<file path="config.mk">
export PLATFORM = sky130hd
export DESIGN_NAME = credit_queue
export DESIGN_NICKNAME = d
export VERILOG_FILES = /design/src/source/credit_queue.sv
export SDC_FILE = /design/constraint.sdc
export NUM_CORES = 1
export LEC_CHECK = 0
export ABC_AREA = 0
export BUFFER_PORTS_ARGS = -buffer_cell sky130_fd_sc_hd__buf_2
export CAP_MARGIN = 10
export CORE_AREA = 2 2 56 58
export DETAILED_ROUTE_END_ITERATION = 8
export DIE_AREA = 0 0 58 60
export MAX_ROUTING_LAYER = met4
export PLACE_DENSITY_LB_ADDON = 0.15
export SKIP_LAST_GASP = 1
export SLEW_MARGIN = 20
export SYNTH_ARGS = -nofsm -noshare
export SYNTH_HDL_FRONTEND = slang
export SYNTH_SLANG_ARGS = --single-unit
</file>
<file path="constraint.sdc">
create_clock -name clk_24 -period 3.1 [get_ports clk_24]
set_input_delay 0.465 -clock clk_24 [delete_from_list [all_inputs] [get_ports clk_24]]
set_output_delay 0.465 -clock clk_24 [all_outputs]
set_load 0.01 [all_outputs]
</file>
<file path="src/source/credit_queue.sv">
`timescale 1ns/1ps
`default_nettype none

module credit_queue #(
	parameter type payload_t = logic [7:0],
	parameter int DEPTH = 4
) (
	input  wire logic     clk_24,
	input  wire logic     reset,
	input  wire logic     push_valid,
	input  wire payload_t push_data,
	input  wire logic     pop,
	output payload_t      head,
	output logic          not_empty,
	output logic          credit
);

	localparam int PTR_W = (DEPTH > 1) ? $clog2(DEPTH) : 1;
	localparam int CNT_W = $clog2(DEPTH + 1);

	payload_t store [DEPTH];
	logic [PTR_W-1:0] wr_ptr;
	logic [PTR_W-1:0] rd_ptr;
	logic [CNT_W-1:0] count;
	logic full;

	assign full = count == CNT_W'(DEPTH);
	assign not_empty = count != '0;
	assign head = store[rd_ptr];
	// every entry that leaves hands one credit back to the port
	assign credit = pop;

	always_ff @(posedge clk_24)
	begin
		if (push_valid)
			store[wr_ptr] <= push_data;
	end

	always_ff @(posedge clk_24)
	begin
		if (reset)
		begin
			wr_ptr <= '0;
			rd_ptr <= '0;
			count <= '0;
		end
		else
		begin
			if (push_valid)
				wr_ptr <= (wr_ptr == PTR_W'(DEPTH - 1)) ? '0 : wr_ptr + 1'b1;
			if (pop)
				rd_ptr <= (rd_ptr == PTR_W'(DEPTH - 1)) ? '0 : rd_ptr + 1'b1;
			case ({push_valid, pop})
				2'b10: count <= count + 1'b1;
				2'b01: count <= count - 1'b1;
				default: count <= count;
			endcase
		end
	end

	// the requester must never spend a credit it does not hold
	assert property (@(posedge clk_24) disable iff (reset) push_valid |-> !full || pop)
		else $error("credit_queue: push while full");

	// the arbiter only pops a queue that reported an entry
	assert property (@(posedge clk_24) disable iff (reset) pop |-> not_empty)
		else $error("credit_queue: pop while empty");

endmodule

`default_nettype wire

</file>
# After elaboration in Yosys (flattened, before gate mapping)
# Memories as Yosys holds them, arrays and structs flattened. A register that Yosys moved wholly into a read port is not among the register bits.
# Index checks and enable logic that the tools add are counted.
word_totals:
  reg_bits: 7
  mem_bits_rw: 32
  inputBits: 12
  word_cells: 21
  memories: 1
mem_list:
  columns: ["memory", "words", "width", "read_ports", "rd_clocked_by_memory_dff", "wr", "line_no", "text"]
  rows:
  - ["store", 4, 8, 1, 1, 1, "21", "payload_t store [DEPTH];"]
op_classes:
  n_addsub: 4
  n_eq_ne: 4
  n_mux: 7
  n_reduce_logical: 2
ops:
  columns: ["operator", "count"]
  rows:
  - ["$mux 2", 4]
  - ["$eq 2x2->1 const B", 3]
  - ["$pmux 3 s2", 1]
  - ["$add 2x1->2 const B", 2]
  - ["$add 3x1->3 const B", 1]
  - ["$reduce_bool 3->1", 1]
  - ["$sub 3x1->3 const B", 1]
  - ["$eq 2x1->1 const B", 1]
  - ["$mux 1", 2]
  - ["$reduce_bool 2->1", 1]

# Longest topological paths before layout
logic_depth:
  ltp_word: 4
  depth_mapped: 7

# Worst setup path before layout
# No wires, ideal clock.
synth_path:
  kind: "input-to-reg"
  from: "input push_valid"
  to: "register count[2]"
  setup_ns: 0.070
  arrival_time_ns: 1.682
  required_time_ns: 3.030
  slack_ns: 1.348
  path_stages: 7
  cell_sequence: "inv_1 > ha_1 > inv_1 > fa_1 > xor2_1 > or3_1 > a21oi_1"
synth_via:
  elab_chain_len: 2
synth_lines:
  columns: ["item", "line_no", "text"]
  rows:
  - ["from (decl)", "10", "input wire logic push_valid,"]
  - ["$eq 2x1->1 / $eq 2x2->1 (equally long branches)", "53", "case ({push_valid, pop})"]
  - ["$pmux 3 s2 / $reduce_bool 2->1 (equally long branches)", null, null]
  - ["to (signal assigned)", "54", "2'b10: count <= count + 1'b1;"]
  - ["to (signal assigned)", "55", "2'b01: count <= count - 1'b1;"]
  - ["to (signal assigned)", "56", "default: count <= count;"]
  - ["to (decl)", "24", "logic [CNT_W-1:0] count;"]
# Several ways; a longest one is shown, not always the timed one.
# A chain may end at the register's enable or synchronous reset.

==> results.md <==
* Status: complete, no violations
* Placed insts at 141
* Vias in the first global route at just under 800
* GR Util All Layers at 15.9%
* Kind of critical path: reg2out
* Non-Filler Instances at ~150
* Cts hold-fix bufs at 0
* Final worst slack at ~0.9 ns
* # diodes at 0
* Synth unique cells at 17
* Post-synthesis mux area share at 12.5%
* Starting DRC count in detailed routing at 16
* H-tree levels at 2
* Crit share post-route at ~70%
* Relative slew slack at 63.1%
* Worst-Skew Late Latency at 0.34 ns
* Fmax achieved at 450 MHz
* Die ar. at between 3000 and 4000 um2
* Mapped Area at 1610 um2
* GP Congestion at 0.706
* Layout area overhead at 13.7%
* Compound-cell area share of the yosys netlist at 1.56%
* Max clock buf depth at 2
* Tot Pwr at 0.00113 W
* Via count at 794
* Power per cell area at 617 nW/um2
* Simple-gate share of the synthesized area at 4.90%
* CTS root buf: clkbuf_4
* Layout cells sized above 1 at 31.9%
* Post-synth top area share at roughly three fifths
* #FFs+latches synth at 41
* Critical Path Source Type: flip-flop
* Post-DRT Antenna Nets at 0
* Unrepaired setup endpoints after global routing: false
* Period minus WS final at 2.22 ns
* Post-Synth XOR/XNOR Area at 1.09%
* Setup bufs post-CTS at 0
* Chip Height at 60 um
* Setup_tns at 0 ns
* Critical path arrival at 1.76 ns
* First-pass GRT wire length at 3660 um
* Initial antenna violation count at 0
* DRC viols at 0
* PortBufs at 21
* Area leader, netlist: edfxtp_1
* DP Worst Slack at 1.09 ns
* Io pins at 22
* Main combinational cell family by area after synthesis: multiplexers
* Post-CTS Resized at 0
* Cts bufs inserted at 5
* Slew Limit Fails at 0
* Crit end category: output pin
* Detailed Route WL at 2230 um
* Hold Crit Class: in2reg
* Syn Area/Cell at 17.9 um2
* Dominant cells by area after synthesis: edfxtp_1, dfxtp_1, mux4_2
* Dpl hpwl at roughly 1600 um
* Worst path required time at 2.63 ns
* Post-synth net total at between 100 and 150
* Max Cap Viol at 0
* Synth warn at 0
* CTS tree: done
* Cells after Synth at 90
* Slew @ Worst Pin at between 0.5 and 0.6 ns
* Largest net degree at the start of global routing at 14
* VDD IR-drop max at 0.450 mV
* Sequential area share after synthesis at 71.0%
* Core Rows at 20
* Vias/cell at 5.33
* Layout Nets at 134
* Pre-antenna DRT Iters at 4
* Pleak at 0.682 nW
* Congestion Overflow GR at 0
* Clock Pin Slew Worst Setup and Hold Paths at 0.12 ns
* Synth Area in Adders at 5.91%
* Die Wd at 58 um
* Crit Path Max Fanout at 8
* Core area at between 2000 and 3000 um2
* Sinks on the clock net at 41
* # setup viols final at 0
* DR WL/cell at 15.0 um
* Clock skew at 0.0103 ns
* Final hold violations at 0
* Initial Util at 55.4%
==> layer usage <==
layer / share of wire (%) / GRT usage (%) / up-vias / wire [um]
met5: 0 / - / - / 0
met4: 1.4 / 8.97 / 0 / 32
met3: 4.7 / 4.76 / 4 / 105
met2: 52 / 26.0 / 19 / 1160
met1: 42 / 17.6 / 382 / 937
li1: - / - / 389 / -
==> cells by family after synthesis <==
kind of cell	count (synthesis)
and+or+nand+nor	15
muxes	10
buffers and inverters	10
DFF	41
AOI/OAI and AO/OA	5
xor gates and xnor gates	2
adders and majority gates	7
==> worst max-delay path, stage by stage, from the launching register on <==
cell and delay (ns):
dfxtp_1 0.69, mux4_2 0.58, buf_2 0.15
==> layout by cell type (no fill, tap or decap), types with 4 or more instances in the layout <==
cell	instances
and2_1	4
clkbuf_4	5
edfxtp_1	32
inv_1	7
dfxtp_1	9
buf_2	21
nor2_1	7
mux4_2	8
ha_1	6
a21oi_1	4
==> synthesized netlist by cell type <==
cell / instances
nor2_1: 7
fa_1: 1
nor3b_1: 2
and2_1: 4
dfxtp_1: 9
clkbuf_2: 1
edfxtp_1: 32
a21oi_1: 4
ha_1: 6
o21ai_0: 1
inv_1: 7
xor2_1: 2
mux2i_1: 2
buf_4: 1
or3_1: 2
mux4_2: 8
buf_6: 1
==> worst paths after layout <==
| check | from | cells past startpoint | slack, ns | to |
|---|---|---|---|---|
| setup / recovery | flip-flop | 2 | 0.88 | head[6] |
| setup reg to reg | count[1] | 5 | 1.56 | count[2] |
| hold / removal | push_data[0] | 1 | 0.34 | store[0][0] |
| hold reg to reg | count[1] | 2 | 0.52 | count[1] |
==> area by class of cell <==
type                       instances  area, um2
sequential                        41       1140
fill                             224       1070
multi-input combinational         39        417
timing repair buffer              21        105
clock buffer                       6       62.6
tap                               33       41.3
clock inverter                     2       35.0
inverter                           7       26.3
==> sequential cells by signal, summed over array words and instances, names as in the netlist, named ones only <==
| register | cells |
|---|---|
| store | 32 |
| rd_ptr | 2 |
| wr_ptr | 2 |
| count | 3 |
==> per-stage QoR <==
| step | utilization, % | cell area, um2 | hold slack (ns) |
|---|---|---|---|
| 2_1_floorplan | - | 1610 | 0.447 |
| 3_3_place_gp | 59.6 | 1730 | 0.472 |
| 3_5_place_dp | 59.6 | 1730 | 0.496 |
| 4_1_cts | 63.0 | 1830 | 0.324 |
| 5_1_grt | 63.0 | 1830 | 0.316 |
| 6_report | 63.0 | 1830 | 0.337 |
==> power breakdown <==
group / internal [W] / switching (W) / total, W / leakage, nW
logic: 0.0000551 / 0.0000543 / 0.000109 / 0.261
clock network: 0.000217 / 0.000162 / 0.000379 / 0.0534
registers: 0.000621 / 0.0000176 / 0.000638 / 0.368
Note: power is estimated with default switching activity, not from simulation.
