--- config.mk ---
export PLATFORM = sky130hd
export DESIGN_NAME = bus_arbiter
export DESIGN_NICKNAME = d
export VERILOG_FILES = /design/src/source/sys_map_pkg.sv /design/src/source/sys_bus_pkg.sv /design/src/source/bus_arbiter.sv
export VERILOG_INCLUDE_DIRS = /design/src /design/src/include
export SDC_FILE = /design/constraint.sdc
export NUM_CORES = 1
export LEC_CHECK = 0
export BUFFER_PORTS_ARGS = -buffer_cell sky130_fd_sc_hd__buf_4
export CAP_MARGIN = 20
export CORE_MARGIN = 2
export CORE_UTILIZATION = 22
export CTS_BUF_LIST = sky130_fd_sc_hd__clkbuf_8
export CTS_CLUSTER_DIAMETER = 60
export CTS_CLUSTER_SIZE = 40
export DETAILED_ROUTE_END_ITERATION = 8
export MAX_ROUTING_LAYER = met4
export PLACE_DENSITY = 0.86
export RECOVER_POWER = 25
export SLEW_MARGIN = 10
export SYNTH_ARGS = -nofsm -noshare
export SYNTH_HDL_FRONTEND = slang
export SYNTH_SLANG_ARGS = --single-unit
--- constraint.sdc ---
create_clock -name clk_24 -period 1.5 [get_ports clk_24]
set_input_delay 0.375 -clock clk_24 [delete_from_list [all_inputs] [get_ports clk_24]]
set_output_delay 0.375 -clock clk_24 [all_outputs]
set_load 0.01 [all_outputs]
--- src/include/system_cfg.svh ---
`ifndef SYSTEM_CFG_SVH
`define SYSTEM_CFG_SVH

// bus widths
`define ADDR_W 16
`define DATA_W 8

// memory sizes as address widths
`define PRG_AW 15
`define WK_AW 14

// six devices, four bytes each
`define JOY_BYTES 24

// entries per request queue, also the starting credits of each port
`define QUEUE_DEPTH 4

// 24 MHz clock
`define TICKS_PER_MS 24000

// address map
`define IO_STATUS 16'h8000
`define IO_TIMER 16'h80C0
`define IO_JOY 16'h8100
`define IO_PAUSE 16'h8530
`define IO_MENU 16'h8531
`define WK_BASE 16'hC000

`endif

--- src/source/sys_map_pkg.sv ---
`default_nettype none

package sys_map_pkg;

	// which target a bus address lands on
	typedef enum logic [1:0] {
		REGION_PRG,
		REGION_WK,
		REGION_IO,
		REGION_NONE
	} region_t;

	// memory-mapped registers in the I/O page
	typedef enum logic [2:0] {
		IO_R_STATUS,
		IO_R_TIMER,
		IO_R_JOY,
		IO_R_PAUSE,
		IO_R_MENU,
		IO_R_NONE
	} io_reg_t;

endpackage

`default_nettype wire

--- src/source/sys_bus_pkg.sv ---
`default_nettype none

`include "system_cfg.svh"

package sys_bus_pkg;

	import sys_map_pkg::*;

	typedef struct packed {
		logic [`ADDR_W-1:0] addr;
		logic [`DATA_W-1:0] wdata;
		logic               write;
	} cpu_req_t;

	// download port only ever writes program memory
	typedef struct packed {
		logic [`PRG_AW-1:0] addr;
		logic [`DATA_W-1:0] data;
	} dn_req_t;

	typedef enum logic {
		SRC_CPU,
		SRC_DN
	} bus_src_t;

	typedef struct packed {
		logic               en;
		bus_src_t           src;
		logic [`ADDR_W-1:0] addr;
		logic [`DATA_W-1:0] wdata;
		logic               write;
	} bus_txn_t;

	typedef struct packed {
		logic               en;
		logic               write;
		logic               wk_sel;
		logic [`ADDR_W-1:0] addr;
		logic [`DATA_W-1:0] data;
	} mem_cmd_t;

	typedef struct packed {
		logic                           en;
		logic                           write;
		io_reg_t                        io_reg;
		logic [$clog2(`JOY_BYTES)-1:0] offset;
		logic [`DATA_W-1:0]             data;
	} io_cmd_t;

	typedef struct packed {
		logic               valid;
		logic [`DATA_W-1:0] data;
	} cpu_rsp_t;

endpackage

`default_nettype wire

--- src/source/bus_arbiter.sv ---
`timescale 1ns/1ps
`default_nettype none

`include "system_cfg.svh"

module bus_arbiter import sys_bus_pkg::*; (
	input  wire logic     clk_24,
	input  wire logic     reset,
	input  wire cpu_req_t cpu_head,
	input  wire logic     cpu_ready,
	input  wire dn_req_t  dn_head,
	input  wire logic     dn_ready,
	output logic          cpu_pop,
	output logic          dn_pop,
	output bus_txn_t      txn
);

	bus_src_t last_winner;

	// download wins when alone, or when the cpu had the last grant
	assign dn_pop = dn_ready && (!cpu_ready || last_winner == SRC_CPU);
	assign cpu_pop = cpu_ready && !dn_pop;

	always_comb
	begin
		if (dn_pop)
		begin
			txn.en = 1'b1;
			txn.src = SRC_DN;
			txn.addr = {{(`ADDR_W - `PRG_AW){1'b0}}, dn_head.addr};
			txn.wdata = dn_head.data;
			txn.write = 1'b1;
		end
		else
		begin
			txn.en = cpu_pop;
			txn.src = SRC_CPU;
			txn.addr = cpu_head.addr;
			txn.wdata = cpu_head.wdata;
			txn.write = cpu_head.write;
		end
	end

	always_ff @(posedge clk_24)
	begin
		if (reset)
			last_winner <= SRC_DN;
		else if (cpu_pop || dn_pop)
			last_winner <= dn_pop ? SRC_DN : SRC_CPU;
	end

	// a queue left waiting is served on the very next cycle
	assert property (@(posedge clk_24) disable iff (reset) cpu_pop && dn_ready |=> dn_pop)
		else $error("bus_arbiter: download queue passed over twice");

	assert property (@(posedge clk_24) disable iff (reset) dn_pop && cpu_ready |=> cpu_pop)
		else $error("bus_arbiter: cpu queue passed over twice");

endmodule

`default_nettype wire

### Word level (Yosys, flattened, before mapping)

Cells that the tools add are included.
W data, S select, Z words.

* flip-flop bits (word level): 1
* input port bits: 52
* output and inout bits: 29
* logic and storage cells: 10

* multiplexer cells: 2
* bitwise logic cells: 1
* reduce and logical (&&, ||, !) cells: 6

Operators by type and width (count)
* $mux W27: 1
* $logic_and A1 B1 Y1: 2
* $logic_not A1 Y1: 2
* $logic_or A1 B1 Y1: 2
* $mux W1: 1
* $not A1 Y1: 1

### Longest topological paths before layout

* depth after elaboration: 6
* mapped depth: 3
* mapped depth without buffers: 2

### Worst setup path before layout

No wires, ideal clock.

* path kind: input to output
* start point: input dn_ready
* end point: output txn[17] (netlist bit)
* arrival: 1.195 ns
* data required time: 1.125 ns
* slack: -0.070 ns
* cell stages on the path: 3
* buffers on the path: 1
* cells stage by stage: a21boi_4 -> buf_8 -> mux2_2

RTL lines
* start, declared: RTL line bus_arbiter.sv:12 `input wire logic dn_ready,`
* end, declared: RTL line bus_arbiter.sv:15 `output bus_txn_t txn`

==> results.yml <==
sta:
  slew_headroom_pct: 90.27
  fin_crit_sh_pct: 113.9
  drv_slew: 0
  finalHoldViolations: 0
  worst_pin_slew_ps: 144.7
  rsz0062_at_grt: "yes"
  period_minus_slack_ps: 1709
  setup_viol: 24
  max_freq_mhz: 585.3
  skew_ps: 0
  setup_ws_ps: -208.5
final_layout:
  syn_to_final_growth_pct: 212.7
  multiInputGateArea_um2: 387.9
  num-nets-final: 175
  top_register: "last_winner"
  final_cell_mix: "buf_4, buf_6, mux2_4"
  num_antenna_cells: 0
  drive_gt1_share_pct: 95.04
  largest_reg_flops: 1
  fillers: 133
  mostFrequentLayoutCell: "buf_4"
  seq_area_um2: 20.02
  finalNonFillerCells: 138
  top_regs: "last_winner x1"
run_status:
  failed_checks: "setup timing"
  status: "complete, but fails checks"
clock_tree:
  clk_pin_slew_ps: 0
  clk_latency_ps: 0
  cts_hold_buffers: 0
routing:
  wl_per_cell_um: 13.43
  avgViaCountPerCell: 4.449
  vias: 614
  first_pass_iters: 3
  antenna_left: 0
  totalWireLength_um: 1854
  drc: 0
  drt_iter0_markers: 1
critical_path:
  crit_fanout: 7
  r2r_start: "last_winner"
  cp.required_ps: 1120
  reg2reg_slack_ps: 470
  reg2reg_to: "last_winner"
  worstSetupPathType: "in2out"
  critPathMaxStageDelay_ps: 300
  crit_top_cell: "buf_6"
  slowest_stage: "mux2_4"
  cp_cell_sequence: "buf_6 -> a21boi_4 -> buf_6 -> buf_12 -> mux2_4 -> buf_6"
  worstSetupEndpointType: "output pin"
  arrival_ps: 1330
  r2r_cells: 3
  setup.worst_path.start_class: "primary input"
worst_hold_path:
  holdCritStartpoint: "reset"
  min_path_type: "in2reg"
  hold_path_end: "last_winner"
  hold_depth: 2
place:
  dpl.cell_count: 135
  dp_slack_ps: -244.7
  gp_congestion: 0.6500
  port_buffers: 80
  dpl.hpwl_um: 1546
yosys:
  synthTopCellsByArea: "mux2_2, buf_8, dfxtp_1"
  syn_area_um2: 382.9
  yosysTopAreaCell: "mux2_2"
  synth-seq-cells: 1
  synth_top_area_share_pct: 64.71
  postSynthAreaPerCell_um2: 10.64
  synth.distinct_cells: 12
  yosys_warnings: 0
  synth_seq_area_share_pct: 5.229
  syn_inst: 36
  syn-num-nets: 88
grt:
  grt_remaining_overflow: 0
  grt_pass1_wl_um: 2573
  track_usage_pct: 16.76
  antenna_found_initial: 0
  grt_max_degree: 14
  grt_pass1_vias: 585
floorplanning:
  die_h_um: 45.72
  coreArea_um2: 1689
  fp.dieW_um: 45.72
  io_pins: 81
  design.die.area_um2: 2090
  start_util_pct: 22.67
  row_count: 15
pwr:
  ir_drop_uv: 249.8
  p_leak_nw: 0.6558
  power_density_nw_per_um2: 383.2
job:
  drv_cap: 0
[worst max-delay path by stage]
| stage | slack [ps] | startpoint | end | cells past startpoint |
|---|---|---|---|---|
| 6_report | -210 | dn_ready | txn[10] | 6 |
| 5_1_grt | -230 | dn_ready | txn[8] | 6 |
| 4_1_cts | -200 | dn_ready | txn[15] | 6 |
| 3_5_place_dp | -240 | cpu_ready | txn[15] | 5 |
| 3_3_place_gp | -220 | cpu_ready | txn[15] | 5 |
| 2_1_floorplan | -50 | dn_ready | txn[17] | 3 |
[critical path, delay by kind of cell]
family                 cells  cell delay, ps
AOI/OAI and AO/OA          1             190
buffers and inverters      4             460
muxes                      1             300
[kinds of logic (layout without fill, tap and decap cells)]
kind of cell	count (synthesis)	in the layout	share of synthesized area, %
multiplexers	23	23	67.65
AND/OR/NAND/NOR	5	5	7.517
buffers and inverters	4	89	10.78
AO/OA/AOI/OAI	3	3	8.826
flip-flops	1	1	5.229
[timing repair]
| item | CTS | global route |
|---|---|---|
| gates resized for setup | 21 | 0 |
| gates cloned | 1 | 0 |
| setup buffers | 3 | 0 |
| setup endpoints to repair | 24 | 24 |
| hold endpoints to repair | 0 | 0 |
| pin swaps | 1 | 0 |
[cell usage after synthesis]
cell / instances
mux2_2: 22
nor2b_1: 1
dfxtp_1: 1
inv_1: 1
buf_8: 2
or2_2: 3
mux2_1: 1
a21boi_4: 1
nand2_1: 1
a21boi_0: 1
buf_4: 1
a21o_1: 1
[through the flow]
step                 power, W  hold WS (ps)  util [%]  TNS [ps]  area, µm²
finish              0.0004588         552.1     70.89     -4429       1197
global placement    0.0004064         546.9     64.74     -5029       1094
global route        0.0004824         565.4     70.89     -5011       1197
floorplan           0.0001991         461.0         -    -769.7      446.7
CTS                 0.0004609         553.5     70.89     -4021       1197
detailed placement  0.0004163         553.5     64.74     -5329       1094
[layer usage]
layer	share of wire [%]	vias up	track usage (%)	wire length [µm]
li1	-	300	-	-
met1	29	275	15.60	546
met2	62	39	38.03	1157
met3	8.1	0	0.3968	150
met4	0	0	0	0
met5	0	-	-	0
[power breakdown]
group,switching [W],internal [W]
registers,0.00000215,0.0000292
logic,0.000133,0.000294
clock network,0,0
total,0.000135,0.000324
[layout make-up]
| cell class | count | share of cell area, % |
|---|---|---|
| flip-flops and latches | 1 | 1.672 |
| well taps | 17 | 1.776 |
| repair buffers | 88 | 63.85 |
| inverters | 1 | 0.3135 |
| multi-input cells | 31 | 32.39 |
Note: power is estimated with default switching activity, not from simulation.
