### config.mk
export PLATFORM = sky130hd
export DESIGN_NAME = bus_decoder
export DESIGN_NICKNAME = d
export VERILOG_FILES = /design/src/source/sys_map_pkg.sv /design/src/source/sys_bus_pkg.sv /design/src/source/bus_decoder.sv
export VERILOG_INCLUDE_DIRS = /design/src /design/src/include
export SDC_FILE = /design/constraint.sdc
export NUM_CORES = 1
export LEC_CHECK = 0
export ABC_AREA = 1
export BUFFER_PORTS_ARGS = -buffer_cell sky130_fd_sc_hd__buf_2
export CORE_ASPECT_RATIO = 1.4
export CORE_MARGIN = 5
export CORE_UTILIZATION = 36
export CTS_BUF_LIST = sky130_fd_sc_hd__clkbuf_8
export DETAILED_ROUTE_END_ITERATION = 6
export GPL_TIMING_DRIVEN = 0
export PLACE_DENSITY = 0.83
export SKIP_LAST_GASP = 1
export SYNTH_ARGS = -nofsm -noshare
export SYNTH_HDL_FRONTEND = slang
export SYNTH_SLANG_ARGS = --single-unit
### constraint.sdc
create_clock -name clk_24 -period 1.4 [get_ports clk_24]
set_clock_uncertainty 0.2 [all_clocks]
set_input_delay 0.28 -clock clk_24 [delete_from_list [all_inputs] [get_ports clk_24]]
set_output_delay 0.28 -clock clk_24 [all_outputs]
set_load 0.02 [all_outputs]
### src/include/system_cfg.svh
`ifndef SYSTEM_CFG_SVH
`define SYSTEM_CFG_SVH

// bus widths
`define ADDR_W 16
`define DATA_W 8

// memory sizes as address widths
`define PRG_AW 15
`define WK_AW 14

// six devices, four bytes each
`define JOY_BYTES 24

// entries per request queue, also the starting credits of each port
`define QUEUE_DEPTH 4

// 24 MHz clock
`define TICKS_PER_MS 24000

// address map
`define IO_STATUS 16'h8000
`define IO_TIMER 16'h80C0
`define IO_JOY 16'h8100
`define IO_PAUSE 16'h8530
`define IO_MENU 16'h8531
`define WK_BASE 16'hC000

`endif

### src/source/sys_map_pkg.sv
`default_nettype none

package sys_map_pkg;

	// which target a bus address lands on
	typedef enum logic [1:0] {
		REGION_PRG,
		REGION_WK,
		REGION_IO,
		REGION_NONE
	} region_t;

	// memory-mapped registers in the I/O page
	typedef enum logic [2:0] {
		IO_R_STATUS,
		IO_R_TIMER,
		IO_R_JOY,
		IO_R_PAUSE,
		IO_R_MENU,
		IO_R_NONE
	} io_reg_t;

endpackage

`default_nettype wire

### src/source/sys_bus_pkg.sv
`default_nettype none

`include "system_cfg.svh"

package sys_bus_pkg;

	import sys_map_pkg::*;

	typedef struct packed {
		logic [`ADDR_W-1:0] addr;
		logic [`DATA_W-1:0] wdata;
		logic               write;
	} cpu_req_t;

	// download port only ever writes program memory
	typedef struct packed {
		logic [`PRG_AW-1:0] addr;
		logic [`DATA_W-1:0] data;
	} dn_req_t;

	typedef enum logic {
		SRC_CPU,
		SRC_DN
	} bus_src_t;

	typedef struct packed {
		logic               en;
		bus_src_t           src;
		logic [`ADDR_W-1:0] addr;
		logic [`DATA_W-1:0] wdata;
		logic               write;
	} bus_txn_t;

	typedef struct packed {
		logic               en;
		logic               write;
		logic               wk_sel;
		logic [`ADDR_W-1:0] addr;
		logic [`DATA_W-1:0] data;
	} mem_cmd_t;

	typedef struct packed {
		logic                           en;
		logic                           write;
		io_reg_t                        io_reg;
		logic [$clog2(`JOY_BYTES)-1:0] offset;
		logic [`DATA_W-1:0]             data;
	} io_cmd_t;

	typedef struct packed {
		logic               valid;
		logic [`DATA_W-1:0] data;
	} cpu_rsp_t;

endpackage

`default_nettype wire

### src/source/bus_decoder.sv
`timescale 1ns/1ps
`default_nettype none

`include "system_cfg.svh"

module bus_decoder import sys_bus_pkg::*, sys_map_pkg::*; (
	input  wire logic     clk_24,
	input  wire logic     reset,
	input  wire bus_txn_t txn,
	output mem_cmd_t      mem_cmd,
	output io_cmd_t       io_cmd,
	input  wire logic [7:0] mem_rdata,
	input  wire logic [7:0] io_rdata,
	output cpu_rsp_t      cpu_rsp
);

	region_t region;
	io_reg_t io_sel;
	logic prg_lock;
	logic rd_due;
	region_t rd_region;
	logic [`DATA_W-1:0] rd_data;

	always_comb
	begin
		io_sel = IO_R_NONE;
		if (txn.addr == `IO_STATUS)
			io_sel = IO_R_STATUS;
		else if (txn.addr[`ADDR_W-1:1] == `IO_TIMER >> 1)
			io_sel = IO_R_TIMER;
		else if (txn.addr >= `IO_JOY && txn.addr < `IO_JOY + `JOY_BYTES)
			io_sel = IO_R_JOY;
		else if (txn.addr == `IO_PAUSE)
			io_sel = IO_R_PAUSE;
		else if (txn.addr == `IO_MENU)
			io_sel = IO_R_MENU;

		if (!txn.addr[`ADDR_W-1])
			region = REGION_PRG;
		else if (txn.addr >= `WK_BASE)
			region = REGION_WK;
		else if (io_sel != IO_R_NONE)
			region = REGION_IO;
		else
			region = REGION_NONE;
	end

	// program memory is read-only from the cpu side
	assign prg_lock = txn.src == SRC_CPU && txn.write && region == REGION_PRG;

	assign mem_cmd.en = txn.en && !prg_lock && (region == REGION_PRG || region == REGION_WK);
	assign mem_cmd.write = txn.write;
	assign mem_cmd.wk_sel = region == REGION_WK;
	assign mem_cmd.addr = txn.addr;
	assign mem_cmd.data = txn.wdata;

	assign io_cmd.en = txn.en && region == REGION_IO;
	assign io_cmd.write = txn.write;
	assign io_cmd.io_reg = io_sel;
	assign io_cmd.offset = txn.addr[$clog2(`JOY_BYTES)-1:0];
	assign io_cmd.data = txn.wdata;

	// targets answer one cycle after the command, unmapped reads give zero
	always_comb
	begin
		case (rd_region)
			REGION_PRG, REGION_WK: rd_data = mem_rdata;
			REGION_IO: rd_data = io_rdata;
			default: rd_data = '0;
		endcase
	end

	always_ff @(posedge clk_24)
	begin
		rd_region <= region;
		cpu_rsp.data <= rd_data;
		if (reset)
		begin
			rd_due <= 1'b0;
			cpu_rsp.valid <= 1'b0;
		end
		else
		begin
			rd_due <= txn.en && !txn.write && txn.src == SRC_CPU;
			cpu_rsp.valid <= rd_due;
		end
	end

endmodule

`default_nettype wire

### Word-level counts from Yosys, hierarchy flattened

Cells that the tools add are included.

| word-level totals | value |
|---|---|
| output and inout bits | 54 |
| word-level logic and storage cells | 40 |
| input bits | 45 |
| flip-flop bits (word level) | 12 |

| operators by class | value |
|---|---|
| bitwise logic cells | 1 |
| multiplexer cells | 9 |
| magnitude comparators | 3 |
| equal/unequal tests | 9 |
| reductions and logical operators | 14 |

Operators with widths:

| cell | count |
|---|---|
| $eq A16 B16 Y1 const B | 3 |
| $ge A16 B16 Y1 const B | 2 |
| $lt A16 B16 Y1 const B | 1 |
| $pmux W8 S2 | 1 |
| $eq A15 B15 Y1 const B | 1 |
| $mux W3 | 4 |
| $logic_and A1 B1 Y1 | 8 |
| $eq A2 B1 Y1 const B | 2 |
| $eq A2 B2 Y1 const B | 2 |
| $logic_not A2 Y1 | 2 |
| $mux W2 | 2 |
| $ne A3 B3 Y1 const B | 1 |
| $logic_not A1 Y1 | 2 |
| $mux W1 | 2 |
| $reduce_or A2 Y1 | 1 |
| $logic_or A1 B1 Y1 | 1 |
| $not A1 Y1 | 1 |

### Logic depth before layout (Yosys ltp)

| depth | value |
|---|---|
| depth in word-level cells | 15 |
| mapped depth | 8 |
| gate-level depth less buffers | 8 |

### Least setup slack after synthesis

No wires, ideal clock.

| path | value |
|---|---|
| path kind | input to output |
| from | input txn[21] in the netlist's numbering |
| to | output io_cmd[17] in the netlist's numbering |
| buffers on the path | 0 |
| stages | 7 |
| setup slack | -267 ps |
| arrival | 1187 ps |
| path through | nor2_1 > nand2_4 > nor2_4 > nand2_2 > nand2_2 > nor2_4 > a21oi_2 |

RTL lines:

| what | line | RTL |
|---|---|---|
| start, declared | bus_decoder.sv:9 | `input wire bus_txn_t txn,` |
| end, declared | bus_decoder.sv:11 | `output io_cmd_t io_cmd,` |

==> results.md <==
- Setup TNS: -1073 ps
- Remaining DRCs: 0
- Mapped cell area: 933.4 um2
- Crit path kind: in2out
- Synth area leader: buf_4
- Outcome: finished, violations left
- Min setup slack post-route: -318.3 ps
- HP Class: in2reg
- Syn nets: 182
- Final Cell Area: 0.001724 mm2
- Largest cells by area after synthesis: buf_4 31%, dfxtp_1 26%, nand2_1 7.6%, inv_1 6.8%, nor2_1 6.8%
- DR pass1 iterations: 4
- Share of cells above drive strength 1: 72.15%
- Final nets: 284
- Dpl cell area: 0.001439 mm2
- Chip width: 53.04 um
- Fillers: 211
- Core area: 0.002444 mm2
- Final setup violation count: 5
- Num CTS Buffers: 3
- Placed cells: 261
- Syn Inst Count: 137
- GPL Wtd Cong: 0.6754
- Commonest non-fill, non-tap cell in the layout: buf_2
- Clk root buf: clkbuf_8
- Total gr overflow: 0
- RSZ-0062 raised after global routing: yes
- Max_cap viols: 0
- Crit. End Element: output port
- Vias per cell: 4.085
- H-Tree Depth: 1
- Hold Buf Count CTS: 0
- Die height: 70.25 um
- Final Max Tran Viols: 0
- Tcrit/Tclk final: 122.7%
- Routed via count: 1107
- WL final: 2.747 mm
- Clock slew at reported path FFs: 50 ps
- R2R setup slack: 290 ps
- Yosys reg bits: 12
- Worst-skew pair later-pin latency: 230 ps
- Post-layout minimum cycle time: 1718 ps
- Largest net degree at the start of global routing: 11
- Initial antenna violation count: 0
- Global Route Usage Sum: 13.63%
- Area delta synth->final: 84.72%
- First-pass GRT wire length: 4.043 mm
- Most frequent cells in the layout: 75 x buf_2, 49 x buf_4, 16 x inv_1
- Peak supply drop: 0.3144 mV
- Yosys top cell area share: 31.37%
- Fin Hold WS: 17.66 ps
- Clock tree buffer depth: 2
- Clk sink count: 12
- Multi-input logic area: 440.4 um2
- Setup Slack @ Placement: -432.3 ps
- Sequential share of the synthesized area: 25.74%
- P per Cell Area: 643.2 mW/mm2
- Worst Path Max Fanout: 4
- Final core utilization: 70.56%
- YS warnings: 0
- Highest clock rate: 0.5820 GHz
- Ports: 99
- Failing checks: negative setup slack
- Total area of sequential cells: 240.2 um2
- Wire per inst: 10.14 um
- Critical path arrival: 1240 ps
- Starting Density: 38.20%
- Syn_area_per_cell: 6.813 um2
- Post-detail-place hpwl: 2.190 mm
- CP startpoint kind: input pin
- Antenna Nets Post-Route: 0
- Clock tree from TritonCTS: built
- Worst path required time: 920 ps
- Port bufs: 90
- Pwr Total: 1.109 mW
- Initial drt markers: 4
- Die ar.: 0.003726 mm2
- Number of global-route vias before repair: 991
- Num rows: 21
- Hold Vio Cnt, Final: 0
- LEAKAGE: 0.9830 nW
- Slew HR: 85.09%
- Library cells used by synthesis: 17
- Tightest Pin Transition: 221.5 ps
- Post-Layout Cell Count: 271
- Antenna diodes: 0
final cells by class:
class,instances,share of cell area (%)
inverter,18,4.209
sequential,12,13.93
multi-input combinational,67,25.54
clock buffer,3,2.395
tap,34,2.467
timing repair buffer,97,34.18
buffer,40,17.27
cell usage after synthesis:
cell type	count
clkbuf_1	1
nand2_1	19
inv_2	1
a21oi_2	1
dfxtp_1	12
a21oi_1	1
nand3_1	10
nand2_2	3
nor2_4	3
nand2_4	1
inv_1	17
nor2_1	17
and2_4	1
nor4_1	1
o21ai_0	9
buf_4	39
nor2_2	1
worst paths after layout:
check | startpoint | endpoint | cells after the start
worst min-delay path | reset | cpu_rsp[8] | 2
worst max-delay path | txn[23] | io_cmd[17] | 9
worst min register to register | rd_due | cpu_rsp[8] | 2
worst max register to register | rd_region[1] | cpu_rsp[4] | 3
routing by layer:
metal  track usage [%]  up-vias  share of wire (%)
li1                  -      581                  -
met1             13.10      464                 29
met2             25.83       58                 55
met3             5.106        4                 14
met4             3.409        0                1.2
met5                 0        -                  0
sequential cells by signal, indices dropped and copies added (netlist names):
name and count:
cpu_rsp 9, rd_due 1, rd_region 2
cell families (layout without fill, tap and decap cells):
logic type / after synthesis / after routing / synth area share, %
buf+inv: 58 / 158 / 39.01
simple gates: 56 / 56 / 28.96
flops: 12 / 12 / 25.74
compound gates: 11 / 11 / 6.300
worst max-delay path, cell delays in order:
cell and delay (ps):
buf_8 100, nor2_4 130, nand2_4 80, nor2_4 150, nand2_4 90, nand2_4 90, nor2_4 50, a21oi_4 130
buf_6 130
where the power goes:
part	switching, mW	internal, mW
combinational	0.231	0.212
sequential	0.00635	0.365
clock	0.106	0.188
repair_timing:
| action | in CTS | in global routing |
|---|---|---|
| endpoints found under the setup margin | 4 | 6 |
| buffers inserted | 6 | 1 |
| gates cloned | 0 | 0 |
| gates resized for setup | 23 | 39 |
| pin swaps | 7 | 23 |
(Power assumes the default switching activity.)
