`src/include/system_cfg.svh`:
```
`ifndef SYSTEM_CFG_SVH
`define SYSTEM_CFG_SVH

// bus widths
`define ADDR_W 16
`define DATA_W 8

// memory sizes as address widths
`define PRG_AW 15
`define WK_AW 14

// six devices, four bytes each
`define JOY_BYTES 24

// entries per request queue, also the starting credits of each port
`define QUEUE_DEPTH 4

// 24 MHz clock
`define TICKS_PER_MS 24000

// address map
`define IO_STATUS 16'h8000
`define IO_TIMER 16'h80C0
`define IO_JOY 16'h8100
`define IO_PAUSE 16'h8530
`define IO_MENU 16'h8531
`define WK_BASE 16'hC000

`endif

```
`src/source/sys_map_pkg.sv`:
```
`default_nettype none

package sys_map_pkg;

	// which target a bus address lands on
	typedef enum logic [1:0] {
		REGION_PRG,
		REGION_WK,
		REGION_IO,
		REGION_NONE
	} region_t;

	// memory-mapped registers in the I/O page
	typedef enum logic [2:0] {
		IO_R_STATUS,
		IO_R_TIMER,
		IO_R_JOY,
		IO_R_PAUSE,
		IO_R_MENU,
		IO_R_NONE
	} io_reg_t;

endpackage

`default_nettype wire

```
`src/source/sys_bus_pkg.sv`:
```
`default_nettype none

`include "system_cfg.svh"

package sys_bus_pkg;

	import sys_map_pkg::*;

	typedef struct packed {
		logic [`ADDR_W-1:0] addr;
		logic [`DATA_W-1:0] wdata;
		logic               write;
	} cpu_req_t;

	// download port only ever writes program memory
	typedef struct packed {
		logic [`PRG_AW-1:0] addr;
		logic [`DATA_W-1:0] data;
	} dn_req_t;

	typedef enum logic {
		SRC_CPU,
		SRC_DN
	} bus_src_t;

	typedef struct packed {
		logic               en;
		bus_src_t           src;
		logic [`ADDR_W-1:0] addr;
		logic [`DATA_W-1:0] wdata;
		logic               write;
	} bus_txn_t;

	typedef struct packed {
		logic               en;
		logic               write;
		logic               wk_sel;
		logic [`ADDR_W-1:0] addr;
		logic [`DATA_W-1:0] data;
	} mem_cmd_t;

	typedef struct packed {
		logic                           en;
		logic                           write;
		io_reg_t                        io_reg;
		logic [$clog2(`JOY_BYTES)-1:0] offset;
		logic [`DATA_W-1:0]             data;
	} io_cmd_t;

	typedef struct packed {
		logic               valid;
		logic [`DATA_W-1:0] data;
	} cpu_rsp_t;

endpackage

`default_nettype wire

```
`src/source/io_regs.sv`:
```
`timescale 1ns/1ps
`default_nettype none

`include "system_cfg.svh"

module io_regs import sys_bus_pkg::*, sys_map_pkg::*; (
	input  wire logic     clk_24,
	input  wire logic     reset,
	input  wire io_cmd_t  io_cmd,
	input  wire logic [8*`JOY_BYTES-1:0] joystick,
	input  wire logic     menu,
	input  wire logic     pause,
	output logic [7:0]    io_rdata,
	output logic          paused
);

	localparam int PRESC_W = $clog2(`TICKS_PER_MS);

	logic [PRESC_W-1:0] prescale;
	logic [15:0] ms_timer;
	logic menu_trigger;
	logic pause_trigger;
	logic timer_clr;
	logic [`DATA_W-1:0] status;

	assign timer_clr = io_cmd.en && io_cmd.write && io_cmd.io_reg == IO_R_TIMER;

	// video and debug bits are gone, only menu and the fixed field remain
	assign status = {4'b0000, 2'b10, menu, 1'b0};

	assign paused = pause || pause_trigger;

	// millisecond counter, any timer write restarts it
	always_ff @(posedge clk_24)
	begin
		if (reset || timer_clr)
		begin
			prescale <= '0;
			ms_timer <= '0;
		end
		else if (prescale == PRESC_W'(`TICKS_PER_MS - 1))
		begin
			prescale <= '0;
			ms_timer <= ms_timer + 1'b1;
		end
		else
			prescale <= prescale + 1'b1;
	end

	always_ff @(posedge clk_24)
	begin
		if (reset)
		begin
			menu_trigger <= 1'b0;
			pause_trigger <= 1'b0;
		end
		else
		begin
			if (menu)
				menu_trigger <= 1'b1;
			// the cpu acknowledges the menu request by writing the trigger
			if (io_cmd.en && io_cmd.write && io_cmd.io_reg == IO_R_MENU)
				menu_trigger <= 1'b0;
			if (io_cmd.en && io_cmd.write && io_cmd.io_reg == IO_R_PAUSE)
				pause_trigger <= 1'b1;
			// external pause takes over and releases the software pause
			if (pause)
				pause_trigger <= 1'b0;
		end
	end

	always_ff @(posedge clk_24)
	begin
		if (io_cmd.en)
		begin
			case (io_cmd.io_reg)
				IO_R_STATUS: io_rdata <= status;
				IO_R_TIMER: io_rdata <= ms_timer[{io_cmd.offset[0], 3'd0} +: 8];
				IO_R_JOY: io_rdata <= joystick[{io_cmd.offset, 3'd0} +: 8];
				IO_R_MENU: io_rdata <= {8{menu_trigger}};
				default: io_rdata <= 8'h00;
			endcase
		end
	end

endmodule

`default_nettype wire

```
`config.mk`:
```
export PLATFORM = sky130hd
export DESIGN_NAME = io_regs
export DESIGN_NICKNAME = d
export VERILOG_FILES = /design/src/source/sys_map_pkg.sv /design/src/source/sys_bus_pkg.sv /design/src/source/io_regs.sv
export VERILOG_INCLUDE_DIRS = /design/src /design/src/include
export SDC_FILE = /design/constraint.sdc
export NUM_CORES = 1
export LEC_CHECK = 0
export ABC_CLOCK_PERIOD_IN_PS = 2009
export BUFFER_PORTS_ARGS = -buffer_cell sky130_fd_sc_hd__buf_2
export CAP_MARGIN = 5
export CORE_ASPECT_RATIO = 2
export CORE_MARGIN = 3
export CORE_UTILIZATION = 35
export CTS_BUF_LIST = sky130_fd_sc_hd__clkbuf_16
export CTS_CLUSTER_DIAMETER = 40
export DETAILED_ROUTE_END_ITERATION = 12
export GPL_ROUTABILITY_DRIVEN = 0
export PLACE_DENSITY = 0.83
export SKIP_LAST_GASP = 1
export SYNTH_ARGS = -nofsm -noshare
export SYNTH_HDL_FRONTEND = slang
export SYNTH_SLANG_ARGS = --single-unit
```
`constraint.sdc`:
```
create_clock -name clk_24 -period 2.01 [get_ports clk_24]
set_clock_uncertainty 0.1 [all_clocks]
set_input_delay 0.402 -clock clk_24 [delete_from_list [all_inputs] [get_ports clk_24]]
set_output_delay 0.402 -clock clk_24 [all_outputs]
set_load 0.01 [all_outputs]
```
# Word-level counts from Yosys, hierarchy flattened

Index checks and enable logic that the tools add are counted.

$add $sub $neg: 2
Equality and inequality tests: 5
Shift operators: 2
Mux-type cells: 1
Reduce and logical (&&, ||, !) cells: 10

Operator list:

| cell                  | count |
|---|---|
| $shiftx 192x9->8      | 1 |
| $pmux 8 s4            | 1 |
| $add 16x1->16 const B | 1 |
| $shiftx 16x5->8       | 1 |
| $add 15x1->15 const B | 1 |
| $eq 15x15->1 const B  | 1 |
| $eq 3x2->1 const B    | 2 |
| $reduce_or 2->1       | 3 |
| $logic_and 1x1->1     | 4 |
| $eq 3x1->1 const B    | 1 |
| $eq 3x3->1 const B    | 1 |
| $logic_not 3->1       | 1 |
| $logic_or 1x1->1      | 2 |

Register bits after elaboration: 41
Input bits: 214
Output and inout bits: 9
Logic and storage cells: 25

# Longest topological paths before layout

Depth in word-level cells: 4
Gate-level depth with buffers: 7
Mapped depth without buffers: 6

# Worst setup path after synthesis

Ideal clock, no wire load.

Kind: input -> register
From: in io_cmd[8] (netlist bit)
To: reg io_rdata[4], data pin
Setup time: 268 ps
Arrival time: 1779 ps
Required time: 1642 ps
Path slack: -137 ps
Stages: 7
Buffers on the path: 3
Cells stage by stage: buf_4 buf_2 buf_2 mux2i_1 o221ai_1 a311oi_1 o21ai_0

Longest elaborated chain between the ends: 2
Elaborated cells between the ends (all ways): 3
Classes of those cells: 2 x shift; 1 x mux

RTL lines:

| element                                                    | line                         | source |
|---|---|---|
| from (decl)                                                | io_regs.sv:9                 | `input wire io_cmd_t io_cmd,` |
| $shiftx 192x9->8 / $shiftx 16x5->8 (equally long branches) | io_regs.sv:79, io_regs.sv:78 |  |
| $pmux 8 s4 *                                               | io_regs.sv:76                | `case (io_cmd.io_reg)` |
| to (signal assigned)                                       | io_regs.sv:77                | `IO_R_STATUS: io_rdata <= status;` |
| to (signal assigned)                                       | io_regs.sv:79                | `IO_R_JOY: io_rdata <= joystick[{io_cmd.offset, 3'd0} +: 8];` |
| to (signal assigned)                                       | io_regs.sv:80                | `IO_R_MENU: io_rdata <= {8{menu_trigger}};` |
| to (decl)                                                  | io_regs.sv:13                | `output logic [7:0] io_rdata,` |

Every way passes the cells marked *; elsewhere a longest branch is shown, timed or not.
A chain may end at the register's enable or synchronous reset.

# Worst setup path in the final report

From: in io_cmd[12] (netlist bit)
To: reg io_rdata[4], data pin

Longest elaborated chain between the ends: 2

RTL lines:

| element          | line |
|---|---|
| $shiftx 192x9->8 | io_regs.sv:79 |
| $pmux 8 s4       | io_regs.sv:76 |

Every way passes these cells.

==> impl_metrics.yaml <==
critical_path:
  reg2reg_from: "prescale[7]"
  worst_ep_required_time_ps: 2040
  cp_slowest_cell: "or4_1"
  arrival_ps: 1970
  worstSetupStartpoint: "io_cmd[12]"
  path_delay_family: "simple AND/OR/NAND/NOR gates"
  crit_type: "input pin to flop"
  reg2reg_to: "prescale[6]"
  cp-start-kind: "input pin"
  r2r_setup_slack_ps: 170
  path_depth: 6
  crit_path_end_kind: "flop"
  max_stage_delay_ps: 520
  worst-path-buf-inv: 1
  cp_max_fo: 5
  reg2regPathDepth: 6
  path_cells: "buf_2 > or3b_1 > or4_1 > o22ai_1 > a311oi_2 > o21ai_0"
placement:
  post-dp-hpwl_mm: 12.0
  io_buffers: 214
detailed_routing:
  highest-signal-layer: "met4"
  dr.pass1.iters: 7
  vias: 3946
  route.detailed.drc: 0
  drtIter0Drc: 305
  antenna_left: 0
  wl_mm: 14.2
  dr_wl_met3_microns: 904
  viasPerCell: 5.47
  met1_length_mm: 4.69
  wl_per_cell_microns: 19.7
  wl_met2_mm: 7.81
finish:
  fin_util: 0.549
  area_growth_pct: 50.1
  drive_gt1_frac: 0.547
  antenna_cells: 0
  nFillCells: 847
  fin_nets: 807
  seqCellArea_sq_um: 902
  multiInputGateArea_sq_um: 2420
die:
  initial_utilization: 0.366
  rows: 50
  core-area_sq_um: 9510
  die_w_microns: 76.5
  io_pins: 223
  dieArea_sq_um: 11200
  fp.dieH_microns: 147
clocking:
  ctsHtreeMaxLevel: 2
  clk_path_buf_depth: 2
  post-cts-setup-buffer-count: 0
  numCtsBuffers: 5
  cts_tree: "built"
  clk_pin_slew_ps: 60
  cts_sinks: 41
  clk_latency_ps: 280
  cts_root_buf: "clkbuf_16"
grt:
  overflow: 0
  grt_pass1_vias: 4370
  grt_pass1_wl_mm: 21.8
  antenna_found_initial: 0
  grt_max_degree: 18
  track_usage: 0.244
logic_synthesis:
  ys_seq_area_frac: 0.259
  yosysMostFrequentCell: "mux4_2"
  syn-num-nets: 562
  synth_area_per_cell_sq_um: 10.1
  synth_cell_types: 45
  async_flop_share: 0
  ys_warn_count: 0
  synth-edff-count: 8
  synth.largest_area_cell: "mux4_2"
  ys_seq_elements: 41
  synth_area_leaders: "mux4_2 27%, dfxtp_1 19%, edfxtp_1 6.9%, mux2i_1 6.3%, nor2_1 3.6%"
  syn_inst: 346
  netlist_area_sq_um: 3480
  ys.flop_type: "dfxtp_1"
  yosys-top-cells-count: "42 x mux4_2, 33 x dfxtp_1, 33 x nor2_1"
  synth_top_area_share: 0.272
power_and_ir_drop:
  swShare: 0.261
  switching_power_w: 0.000607
  p_leak_nw: 2.36
  pwr-share-comb: 0.293
  p_int_w: 0.00172
  power_density_nw_per_um2: 445
  p_seq_frac: 0.373
  ir_worst_vdd_mv: 0.315
  total_power_w: 0.00232
  clkPwrFrac: 0.334
sta:
  hold_violations: 0
  setup_viol: 0
  clock.fmax_ghz: 0.516
  max_slew.worst_pin.slew_ps: 523
  fin_crit_ps: 1940
  maxSlewHeadroom: 0.651
  period_share: 0.964
  finalMaxSlewViolations: 0
job:
  maxCapViolations: 0
hold_path:
  hold_depth: 2
  hold_class: "input pin to flop"
  worstHoldStart: "pause"
  holdPathEnd: "pause_trigger"
outcome:
  status: "finished, final reports clean"
-- logic make-up after synthesis --
logic type | after synthesis | share of synthesized area
muxes | 65 | 0.338
buffers and inverters | 45 | 0.0554
xor gates and xnor gates | 22 | 0.0554
DFF | 41 | 0.259
AOI/OAI and AO/OA | 52 | 0.106
adders and majority gates | 2 | 0.00719
and+or+nand+nor | 119 | 0.178
-- per-layer routing --
metal | vias up | GRT usage
met5 | - | 0
met2 | 210 | 0.466
met4 | 0 | 0.138
met1 | 1869 | 0.239
met3 | 46 | 0.0466
li1 | 1821 | -
-- how the worst max path moves through the flow --
stage | end | slack, ps
final | io_rdata[4] | 70
after global routing | ms_timer[14] | -10
after CTS | io_rdata[7] | 20
after detailed placement | io_rdata[7] | -310
after global placement | io_rdata[5] | -260
after floorplan | io_rdata[3] | -9
-- power groups by stage --
stage	logic (W)	clock network (W)	registers, W
global route	0.000729	0.000829	0.000870
global placement	0.000640	0	0.000883
finish	0.000681	0.000775	0.000868
CTS	0.000666	0.000786	0.000867
floorplan	0.000309	0	0.000889
detailed placement	0.000659	0	0.000885
-- worst reg2reg max path, stage by stage, from the launching register on --
cell and delay, ps:
dfxtp_1 410, nand4b_1 130, nor3_1 160, buf_4 210, nand3b_1 150, nand2b_1 420, nor2_1 120
-- placed cells by master (no fill, tap or decap), types with 8 or more instances in the layout --
cell / n
nor2_1: 33
nand2_1: 12
buf_2: 213
dfxtp_1: 32
nor2b_1: 10
nand2b_1: 9
edfxtp_1: 8
mux4_2: 42
nand4_1: 12
mux2i_1: 21
o21ai_0: 11
a21oi_1: 9
xnor2_1: 8
xor2_1: 14
inv_1: 22
buf_4: 43
nand3_1: 12
-- registers in the layout (all words and copies together), names as in the netlist --
register       flops
io_rdata           8
menu_trigger       1
ms_timer          16
pause_trigger      1
prescale          15
-- per-stage QoR --
stage               instance area (sq um)  hold slack, ps  setup TNS (ps)  setup WS, ps  std cells
floorplan                            3490             330           -21.1         -9.01        346
global placement                     5000             340           -1770          -259        713
detailed placement                   5000             358           -2020          -314        713
CTS                                  5150             198               0          19.9        721
global route                         5220             200           -14.1         -14.1        722
finish                               5220             202               0          72.3        722
-- what timing repair did --
action / 4_1_cts / 5_1_grt
hold buffers: 0 / 0
pin swaps: 0 / 1
resized for setup: 1 / 10
endpoints found under the setup margin: 1 / 14
cloned: 0 / 1
-- final cells by class --
type	instances	share of cell area
clock buffers	5	0.0240
clock inverters	3	0.00336
repair buffers	262	0.289
flip-flops and latches	41	0.173
multi-input cells	260	0.465
inverters	21	0.0151
well taps	130	0.0312
(Power assumes the default switching activity.)
